==> src/hdl/rv_disasm_pkg.sv <==
`default_nettype none

package rv_disasm_pkg;

  ////////////////////////////////////////////////////////////
  // widths
  ////////////////////////////////////////////////////////////

  localparam int INSTR_W        = 32;
  localparam int FORMAT_W       = 3;
  localparam int REG_NUM_W      = 5;
  localparam int REG_NAME_CHARS = 4;
  localparam int REG_NAME_W     = REG_NAME_CHARS * 8;
  localparam int MNEMONIC_CHARS = 6;
  localparam int MNEMONIC_W     = MNEMONIC_CHARS * 8;
  localparam int IMM_W          = 32;
  localparam int FLAG_W         = 8;
  localparam int OPCODE_W       = 7;

  typedef logic [INSTR_W-1:0]    instr_t;
  typedef logic [FORMAT_W-1:0]   instr_format_t;
  typedef logic [REG_NUM_W-1:0]  reg_num_t;
  typedef logic [REG_NAME_W-1:0] reg_name_t;
  typedef logic [MNEMONIC_W-1:0] mnemonic_t;
  typedef logic [IMM_W-1:0]      imm_t;
  typedef logic [FLAG_W-1:0]     disasm_flag_t;

  ////////////////////////////////////////////////////////////
  // instruction formats
  ////////////////////////////////////////////////////////////

  localparam instr_format_t FMT_R       = 3'd0;
  localparam instr_format_t FMT_I       = 3'd1;
  localparam instr_format_t FMT_S       = 3'd2;
  localparam instr_format_t FMT_SB      = 3'd3;
  localparam instr_format_t FMT_U       = 3'd4;
  localparam instr_format_t FMT_UJ      = 3'd5;
  localparam instr_format_t FMT_ILLEGAL = 3'd7;

  ////////////////////////////////////////////////////////////
  // flag byte
  ////////////////////////////////////////////////////////////

  localparam int FLAG_RD_INDEX      = 0;
  localparam int FLAG_RS1_INDEX     = 1;
  localparam int FLAG_RS2_INDEX     = 2;
  localparam int FLAG_IMM_INDEX     = 3;
  localparam int FLAG_DIFF_INDEX    = 4;
  localparam int FLAG_SIGNED_INDEX  = 5;
  localparam int FLAG_BRACKET_INDEX = 6;
  localparam int FLAG_LOAD_INDEX    = 7;

  // presence masks are ordered imm, rs2, rs1, rd from bit 3 down.
  localparam logic [3:0] PRESENCE_R = 4'b0111;
  localparam logic [3:0] PRESENCE_I = 4'b1011;
  localparam logic [3:0] PRESENCE_S = 4'b1110;
  localparam logic [3:0] PRESENCE_U = 4'b1001;

  localparam mnemonic_t MNEMONIC_UNIMP = "unimp ";

  ////////////////////////////////////////////////////////////
  // major opcodes
  ////////////////////////////////////////////////////////////

  localparam logic [OPCODE_W-1:0] OPC_OP     = 7'b0110011;
  localparam logic [OPCODE_W-1:0] OPC_OP_IMM = 7'b0010011;
  localparam logic [OPCODE_W-1:0] OPC_LOAD   = 7'b0000011;
  localparam logic [OPCODE_W-1:0] OPC_STORE  = 7'b0100011;
  localparam logic [OPCODE_W-1:0] OPC_BRANCH = 7'b1100011;
  localparam logic [OPCODE_W-1:0] OPC_LUI    = 7'b0110111;
  localparam logic [OPCODE_W-1:0] OPC_AUIPC  = 7'b0010111;
  localparam logic [OPCODE_W-1:0] OPC_JAL    = 7'b1101111;
  localparam logic [OPCODE_W-1:0] OPC_JALR   = 7'b1100111;
  localparam logic [OPCODE_W-1:0] OPC_SYSTEM = 7'b1110011;

endpackage

`default_nettype wire
==> src/hdl/rv_disasm_top.sv <==
`timescale 1ns/1ps
`default_nettype none

module rv_disasm_top import rv_disasm_pkg::*; (
  input  logic         clk,
  input  logic         rst_n,
  input  logic         instr_valid,
  input  instr_t       instr,
  output logic         out_valid,
  output mnemonic_t    mnemonic,
  output reg_name_t    rd_name,
  output reg_name_t    rs1_name,
  output reg_name_t    rs2_name,
  output imm_t         imm,
  output disasm_flag_t flag,
  output logic         illegal
);

  instr_format_t format_c;
  disasm_flag_t  in_flag_c;
  mnemonic_t     mnemonic_c;
  logic          illegal_c;

  logic          valid_s1;
  instr_t        instr_s1;
  instr_format_t format_s1;
  disasm_flag_t  in_flag_s1;
  mnemonic_t     mnemonic_s1;
  logic          illegal_s1;

  reg_name_t     rd_name_c;
  reg_name_t     rs1_name_c;
  reg_name_t     rs2_name_c;
  imm_t          imm_c;
  disasm_flag_t  flag_c;

  ////////////////////////////////////////////////////////////
  // stage 1: classify
  ////////////////////////////////////////////////////////////

  opcode_classify u_classify (
    .instr    (instr),
    .format   (format_c),
    .in_flag  (in_flag_c),
    .mnemonic (mnemonic_c),
    .illegal  (illegal_c)
  );

  always_ff @(posedge clk or negedge rst_n) begin
    if (!rst_n) begin
      valid_s1    <= 1'b0;
      instr_s1    <= '0;
      format_s1   <= '0;
      in_flag_s1  <= '0;
      mnemonic_s1 <= '0;
      illegal_s1  <= 1'b0;
    end else begin
      valid_s1 <= instr_valid;
      if (instr_valid) begin
        instr_s1    <= instr;
        format_s1   <= format_c;
        in_flag_s1  <= in_flag_c;
        mnemonic_s1 <= mnemonic_c;
        illegal_s1  <= illegal_c;
      end
    end
  end

  ////////////////////////////////////////////////////////////
  // stage 2: operands
  ////////////////////////////////////////////////////////////

  operand_extract u_extract (
    .instr    (instr_s1),
    .format   (format_s1),
    .in_flag  (in_flag_s1),
    .rd_name  (rd_name_c),
    .rs1_name (rs1_name_c),
    .rs2_name (rs2_name_c),
    .imm      (imm_c),
    .flag     (flag_c)
  );

  always_ff @(posedge clk or negedge rst_n) begin
    if (!rst_n) begin
      out_valid <= 1'b0;
      mnemonic  <= '0;
      rd_name   <= '0;
      rs1_name  <= '0;
      rs2_name  <= '0;
      imm       <= '0;
      flag      <= '0;
      illegal   <= 1'b0;
    end else begin
      out_valid <= valid_s1;
      if (valid_s1) begin
        mnemonic <= mnemonic_s1;
        rd_name  <= rd_name_c;
        rs1_name <= rs1_name_c;
        rs2_name <= rs2_name_c;
        imm      <= imm_c;
        flag     <= flag_c;
        illegal  <= illegal_s1;
      end
    end
  end

  // each accepted word leaves exactly two edges later.
  assert property (@(posedge clk) disable iff (!rst_n)
    out_valid == ($past(instr_valid, 2) && $past(rst_n, 1) && $past(rst_n, 2)))
    else $error("rv_disasm_top: out_valid does not follow instr_valid by two cycles");

endmodule

`default_nettype wire

==> src/hdl/operand_extract.sv <==
`timescale 1ns/1ps
`default_nettype none

module operand_extract import rv_disasm_pkg::*; (
  input  instr_t        instr,
  input  instr_format_t format,
  input  disasm_flag_t  in_flag,
  output reg_name_t     rd_name,
  output reg_name_t     rs1_name,
  output reg_name_t     rs2_name,
  output imm_t          imm,
  output disasm_flag_t  flag
);

  logic [FLAG_IMM_INDEX:FLAG_RD_INDEX] default_mask;
  logic [FLAG_IMM_INDEX:FLAG_RD_INDEX] presence;
  logic [12:0]                         imm13;
  logic [20:0]                         imm21;
  logic                                legal;
  logic                                sign_ext;

  reg_abi_name u_rd_name (
    .reg_num  (instr[11:7]),
    .reg_name (rd_name)
  );

  reg_abi_name u_rs1_name (
    .reg_num  (instr[19:15]),
    .reg_name (rs1_name)
  );

  reg_abi_name u_rs2_name (
    .reg_num  (instr[24:20]),
    .reg_name (rs2_name)
  );

  ////////////////////////////////////////////////////////////
  // per-format operand layout
  ////////////////////////////////////////////////////////////

  always_comb begin
    default_mask = '0;
    imm13        = '0;
    imm21        = '0;
    legal        = 1'b1;
    case (format)
      FMT_R: default_mask = PRESENCE_R;
      FMT_I: begin
        default_mask = PRESENCE_I;
        imm13        = {instr[31], instr[31:20]};
      end
      FMT_S: begin
        default_mask = PRESENCE_S;
        imm13        = {instr[31], instr[31:25], instr[11:7]};
      end
      FMT_SB: begin
        default_mask = PRESENCE_S;
        imm13        = {instr[31], instr[7], instr[30:25], instr[11:8], 1'b0};
      end
      FMT_U: default_mask = PRESENCE_U;
      FMT_UJ: begin
        default_mask = PRESENCE_U;
        imm21        = {instr[31], instr[19:12], instr[20], instr[30:21], 1'b0};
      end
      default: legal = 1'b0;
    endcase
  end

  assign sign_ext = in_flag[FLAG_SIGNED_INDEX];

  // the classifier narrows the mask only when it flags a difference.
  assign presence = in_flag[FLAG_DIFF_INDEX] ?
                    (default_mask & in_flag[FLAG_IMM_INDEX:FLAG_RD_INDEX]) : default_mask;

  always_comb begin
    case (format)
      FMT_I, FMT_S, FMT_SB: imm = {{(IMM_W-13){imm13[12] & sign_ext}}, imm13};
      FMT_U:                imm = {instr[31:12], 12'b0};
      FMT_UJ:               imm = {{(IMM_W-21){imm21[20] & sign_ext}}, imm21};
      default:              imm = '0;
    endcase
  end

  always_comb begin
    flag = '0;
    if (legal) begin
      flag[FLAG_IMM_INDEX:FLAG_RD_INDEX] = presence;
      flag[FLAG_DIFF_INDEX]              = in_flag[FLAG_DIFF_INDEX];
      flag[FLAG_SIGNED_INDEX]            = in_flag[FLAG_SIGNED_INDEX];
      flag[FLAG_BRACKET_INDEX]           = in_flag[FLAG_BRACKET_INDEX];
      flag[FLAG_LOAD_INDEX]              = in_flag[FLAG_LOAD_INDEX];
    end
  end

  // a legal word without an override must print at least one operand.
  always_comb begin
    assert final ((in_flag[FLAG_DIFF_INDEX] !== 1'b0) || (format === FMT_ILLEGAL) ||
                  (flag[FLAG_IMM_INDEX:FLAG_RD_INDEX] != '0))
      else $error("operand_extract: no operand for format %0d", format);
  end

endmodule

`default_nettype wire

==> src/hdl/opcode_classify.sv <==
`timescale 1ns/1ps
`default_nettype none

module opcode_classify import rv_disasm_pkg::*; (
  input  instr_t        instr,
  output instr_format_t format,
  output disasm_flag_t  in_flag,
  output mnemonic_t     mnemonic,
  output logic          illegal
);

  logic [OPCODE_W-1:0] opcode;
  logic [2:0]          funct3;
  logic [6:0]          funct7;

  instr_format_t fmt;
  mnemonic_t     mn;
  logic          known;
  logic          is_signed;
  logic          is_bracket;
  logic          is_load;
  logic          is_diff;

  assign opcode = instr[6:0];
  assign funct3 = instr[14:12];
  assign funct7 = instr[31:25];

  always_comb begin
    fmt        = FMT_ILLEGAL;
    mn         = MNEMONIC_UNIMP;
    known      = 1'b1;
    is_signed  = 1'b1;
    is_bracket = 1'b0;
    is_load    = 1'b0;
    is_diff    = 1'b0;
    case (opcode)
      OPC_OP: begin
        fmt   = FMT_R;
        // only sub and sra may set funct7 bit 5.
        known = (funct7 == 7'b0000000) ||
                ((funct7 == 7'b0100000) && ((funct3 == 3'b000) || (funct3 == 3'b101)));
        case (funct3)
          3'b000:  mn = funct7[5] ? "sub   " : "add   ";
          3'b001:  mn = "sll   ";
          3'b010:  mn = "slt   ";
          3'b011:  mn = "sltu  ";
          3'b100:  mn = "xor   ";
          3'b101:  mn = funct7[5] ? "sra   " : "srl   ";
          3'b110:  mn = "or    ";
          default: mn = "and   ";
        endcase
      end
      OPC_OP_IMM: begin
        fmt = FMT_I;
        case (funct3)
          3'b000: mn = "addi  ";
          3'b010: mn = "slti  ";
          3'b011: begin
            mn        = "sltiu ";
            is_signed = 1'b0;
          end
          3'b100: mn = "xori  ";
          3'b110: mn = "ori   ";
          3'b111: mn = "andi  ";
          3'b001: begin
            mn        = "slli  ";
            is_signed = 1'b0;
            known     = (funct7 == 7'b0000000);
          end
          default: begin
            mn        = funct7[5] ? "srai  " : "srli  ";
            is_signed = 1'b0;
            known     = (funct7 == 7'b0000000) || (funct7 == 7'b0100000);
          end
        endcase
      end
      OPC_LOAD: begin
        fmt        = FMT_I;
        is_bracket = 1'b1;
        is_load    = 1'b1;
        case (funct3)
          3'b000:  mn = "lb    ";
          3'b001:  mn = "lh    ";
          3'b010:  mn = "lw    ";
          3'b100:  mn = "lbu   ";
          3'b101:  mn = "lhu   ";
          default: known = 1'b0;
        endcase
      end
      OPC_STORE: begin
        fmt        = FMT_S;
        is_bracket = 1'b1;
        case (funct3)
          3'b000:  mn = "sb    ";
          3'b001:  mn = "sh    ";
          3'b010:  mn = "sw    ";
          default: known = 1'b0;
        endcase
      end
      OPC_BRANCH: begin
        fmt = FMT_SB;
        case (funct3)
          3'b000: mn = "beq   ";
          3'b001: mn = "bne   ";
          3'b100: mn = "blt   ";
          3'b101: mn = "bge   ";
          3'b110: begin
            mn        = "bltu  ";
            is_signed = 1'b0;
          end
          3'b111: begin
            mn        = "bgeu  ";
            is_signed = 1'b0;
          end
          default: known = 1'b0;
        endcase
      end
      OPC_LUI: begin
        fmt = FMT_U;
        mn  = "lui   ";
      end
      OPC_AUIPC: begin
        fmt = FMT_U;
        mn  = "auipc ";
      end
      OPC_JAL: begin
        fmt = FMT_UJ;
        mn  = "jal   ";
      end
      OPC_JALR: begin
        fmt        = FMT_I;
        mn         = "jalr  ";
        is_bracket = 1'b1;
        known      = (funct3 == 3'b000);
      end
      OPC_SYSTEM: begin
        // ecall and ebreak print no operands at all.
        fmt     = FMT_I;
        is_diff = 1'b1;
        mn      = instr[20] ? "ebreak" : "ecall ";
        known   = (instr[31:21] == '0) && (instr[19:7] == '0);
      end
      default: known = 1'b0;
    endcase
  end

  always_comb begin
    in_flag = '0;
    if (known) begin
      format                      = fmt;
      mnemonic                    = mn;
      illegal                     = 1'b0;
      in_flag[FLAG_DIFF_INDEX]    = is_diff;
      in_flag[FLAG_SIGNED_INDEX]  = is_signed;
      in_flag[FLAG_BRACKET_INDEX] = is_bracket;
      in_flag[FLAG_LOAD_INDEX]    = is_load;
    end else begin
      format   = FMT_ILLEGAL;
      mnemonic = MNEMONIC_UNIMP;
      illegal  = 1'b1;
    end
  end

  // every decoded word must also carry a real format.
  always_comb begin
    assert final (illegal == (format == FMT_ILLEGAL))
      else $error("opcode_classify: illegal bit %0b disagrees with format %0d", illegal, format);
  end

endmodule

`default_nettype wire

==> src/hdl/reg_abi_name.sv <==
`timescale 1ns/1ps
`default_nettype none

module reg_abi_name import rv_disasm_pkg::*; (
  input  reg_num_t  reg_num,
  output reg_name_t reg_name
);

  // names are padded on the right so the formatter can trim them.
  always_comb begin
    case (reg_num)
      5'd0:    reg_name = "zero";
      5'd1:    reg_name = "ra  ";
      5'd2:    reg_name = "sp  ";
      5'd3:    reg_name = "gp  ";
      5'd4:    reg_name = "tp  ";
      5'd5:    reg_name = "t0  ";
      5'd6:    reg_name = "t1  ";
      5'd7:    reg_name = "t2  ";
      5'd8:    reg_name = "s0  ";
      5'd9:    reg_name = "s1  ";
      5'd10:   reg_name = "a0  ";
      5'd11:   reg_name = "a1  ";
      5'd12:   reg_name = "a2  ";
      5'd13:   reg_name = "a3  ";
      5'd14:   reg_name = "a4  ";
      5'd15:   reg_name = "a5  ";
      5'd16:   reg_name = "a6  ";
      5'd17:   reg_name = "a7  ";
      5'd18:   reg_name = "s2  ";
      5'd19:   reg_name = "s3  ";
      5'd20:   reg_name = "s4  ";
      5'd21:   reg_name = "s5  ";
      5'd22:   reg_name = "s6  ";
      5'd23:   reg_name = "s7  ";
      5'd24:   reg_name = "s8  ";
      5'd25:   reg_name = "s9  ";
      5'd26:   reg_name = "s10 ";
      5'd27:   reg_name = "s11 ";
      5'd28:   reg_name = "t3  ";
      5'd29:   reg_name = "t4  ";
      5'd30:   reg_name = "t5  ";
      default: reg_name = "t6  ";
    endcase
  end

endmodule

`default_nettype wire

==> config.mk <==
export PLATFORM = sky130hd
export DESIGN_NAME = rv_disasm_top
export DESIGN_NICKNAME = d
export VERILOG_FILES = /design/src/hdl/rv_disasm_pkg.sv /design/src/hdl/rv_disasm_top.sv /design/src/hdl/operand_extract.sv /design/src/hdl/opcode_classify.sv /design/src/hdl/reg_abi_name.sv
export SDC_FILE = /design/constraint.sdc
export NUM_CORES = 1
export LEC_CHECK = 0
export BUFFER_PORTS_ARGS = -buffer_cell sky130_fd_sc_hd__buf_2
export CAP_MARGIN = 20
export CORE_AREA = 3 3 174 176
export DETAILED_ROUTE_END_ITERATION = 12
export DIE_AREA = 0 0 177 179
export GPL_TIMING_DRIVEN = 0
export HOLD_SLACK_MARGIN = 0.06
export PLACE_DENSITY = 0.71
export SETUP_SLACK_MARGIN = 0.2
export SLEW_MARGIN = 20
export SYNTH_ARGS = -nofsm -noshare
export SYNTH_HDL_FRONTEND = slang
export SYNTH_HIERARCHICAL = 1
export SYNTH_SLANG_ARGS = --single-unit
==> constraint.sdc <==
create_clock -name clk -period 5.1 [get_ports clk]
set_input_delay 0.51 -clock clk [delete_from_list [all_inputs] [get_ports clk]]
set_output_delay 0.51 -clock clk [all_outputs]
set_load 0.05 [all_outputs]
==> key figures <==
Status
  • Status: completed

Clock network
  • Clock Path Buffers: 3
  • Total CTS buffers: 30
  • Clk sinks: 272
  • Setup Fix Bufs, Post-CTS: 0
  • CTS Hold Bufs: 1
  • Register clock-pin slew on the reported worst setup and hold paths: 60 ps
  • H-Tree Depth: 1
  • Clock network latency to the later pin of the worst-skew pair: 550 ps
  • Clk root buf: clkbuf_16
  • TritonCTS clock tree: yes
  • Post-cts sizing count: 0

Final layout
  • FILL cells: 2365
  • Nets: 1450
  • Area of the multi-input gates: 6300 um2
  • Register area: 6810 um2
  • Area grow syn2layout: 20.3%
  • Share of layout cells above drive strength 1: 50.0%

Floorplanning
  • Starting Density: 49.1%
  • Die Width: 177 um
  • Num rows: 62
  • Chip height: 179 um
  • DIE AREA: 31700 um2
  • Ports: 221
  • Core area: 28800 um2

Critical path
  • Critical R2R Capture: rs2_name[14]$_DFFE_PN0P_
  • R2R setup slack: 2830 ps
  • Setup crit end kind: flip-flop
  • Worst EP required: 5590 ps
  • R2r worst-path depth: 7
  • Crit path DAT: 2840 ps
  • WS Path Type: in2reg
  • RR Startpoint: instr_s1[21]$_DFFE_PN0P_
  • Setup crit start kind: input pin
  • Crit-path max FO: 10

Timing
  • Setup-failing EPs final: 0
  • RSZ-0062 raised after global routing: false
  • Fmax: 425 MHz
  • Min Clock Period, post-route: 2350 ps
  • Fin worst setup slack: 2750 ps
  • Max-slew violation count: 0
  • Final worst path period share: 46.1%
  • Worst slew margin: 29.9%
  • Worst Tran Pin Value: 1040 ps
  • Skew final: 10.2 ps
  • Final hold vios: 0

Worst hold path
  • Hold Path Origin: instr_valid
  • Hold Path Class: in2reg
  • WHS Endpoint: valid_s1$_DFF_PN0_
  • WHS Path Cells: 1

Drt
  • DRC viols: 0
  • Antenna Nets Post-Route: 0
  • DRT iter0 DRCs: 608
  • Initial DRT Pass Iterations: 5
  • Via count: 9455
  • WL final: 34000 um
  • Via density: 5.22
  • DR WL/cell: 18.8 um

Yosys
  • Syn Area/Cell: 12.8 um2
  • Yosys Warn Count: 6
  • Netlist Area Pre-Place: 14100 um2
  • Syn Inst Count: 1104

Placed design
  • HPWL after DPL: 24500 um
  • # port buffers: 218
  • RePlAce Congestion: 0.898
  • Worst slack at placement: 2240 ps

GRT
  • Initial antenna violation count: 2
  • Number of global-route vias before repair: 9565
  • Tot GR Track Use: 21.0%
  • Largest net degree at the start of global routing: 77
  • Remaining global-route overflow: 0
  • Wire length of the first global-routing pass: 53600 um

Power and ir drop
  • Power Density: 345 nW/um2
  • Pleak: 0.00846 uW
  • Maximum VDD drop: 0.231 mV
  • Overall power: 5870 uW

Run
  • Max_cap viols: 0
[power by group]
part | switching, uW | internal [uW] | total [uW]
Clock | 853 | 1350 | 2200
Sequential | 109 | 2320 | 2430
Combinational | 793 | 447 | 1240
[layout make-up]
| class | count | area share, % |
|---|---|---|
| multi-input combinational | 711 | 37.0 |
| clock buffer | 47 | 5.27 |
| timing repair buffer | 222 | 7.02 |
| buffer | 148 | 6.66 |
| clock inverter | 7 | 0.684 |
| antenna | 1 | 0.0147 |
| tap | 384 | 2.83 |
| sequential | 272 | 40.0 |
| inverter | 21 | 0.478 |
[layer usage]
metal / GRT usage [%] / part of all wire (%) / wire length [um] / vias up
met5: 0 / 0.038 / 13 / -
met4: 5.34 / 2.0 / 693 / 2
met3: 3.94 / 6.1 / 2080 / 57
met2: 34.3 / 47 / 16100 / 304
met1: 29.1 / 45 / 15200 / 4715
li1: - / - / - / 4377
[worst max path at each step]
stage	startpoint	depth (start not counted)	endpoint	slack [ps]
after floorplan	instr[6]	11	mnemonic_s1[1]$_DFFE_PN0P_	2850
after detailed placement	instr[26]	11	mnemonic_s1[3]$_DFFE_PN0P_	2240
after global routing	instr[2]	11	mnemonic_s1[3]$_DFFE_PN0P_	2620
after CTS	instr[26]	11	mnemonic_s1[3]$_DFFE_PN0P_	2830
final	instr[2]	11	mnemonic_s1[3]$_DFFE_PN0P_	2750
after global placement	rst_n	1	mnemonic_s1[7]$_DFFE_PN0P_	-1460
[per-stage QoR]
step | hold WS, ps | std cells | TNS (ps) | util [%] | instance area [um2]
floorplan | 214 | 1152 | 0 | - | 14300
global placement | 380 | 1754 | -391300 | 55.2 | 15900
detailed placement | 384 | 1757 | 0 | 55.5 | 16000
CTS | 66.6 | 1812 | 0 | 59.1 | 17000
global route | 73.5 | 1813 | 0 | 59.1 | 17000
finish | 94.6 | 1813 | 0 | 59.1 | 17000
[cell usage in the layout (no fill, tap or decap), drive strengths merged, types with 8 or more instances in the layout]
master  instances
a21oi          34
conb           56
clkbuf         53
o21ai          37
nor3           14
ha              9
nand4           8
a21o           17
inv            22
nand3          22
nor2b          10
nand2b         10
and2           12
nand2          56
dfrtp         272
nor2           50
mux2          270
nor3b           8
buf           363
[state kept, by name, indices dropped and copies added, names as in the netlist, 8 cells and up]
| signal | flops |
|---|---|
| flag | 8 |
| rd_name | 32 |
| rs2_name | 32 |
| mnemonic_s1 | 48 |
| mnemonic | 48 |
| imm | 32 |
| in_flag_s1 | 8 |
| rs1_name | 32 |
| instr_s1 | 25 |
[worst max-delay path, cell delays in order]
cell and delay (ps):
buf_2 150, nand4bb_1 260, nor3b_1 530, o211ai_1 210
and3_1 220, o211ai_4 180, inv_4 120, buf_6 180
nor2_2 210, buf_4 140, mux2_2 130
No activity file was read; power rests on OpenSTA's default activity.
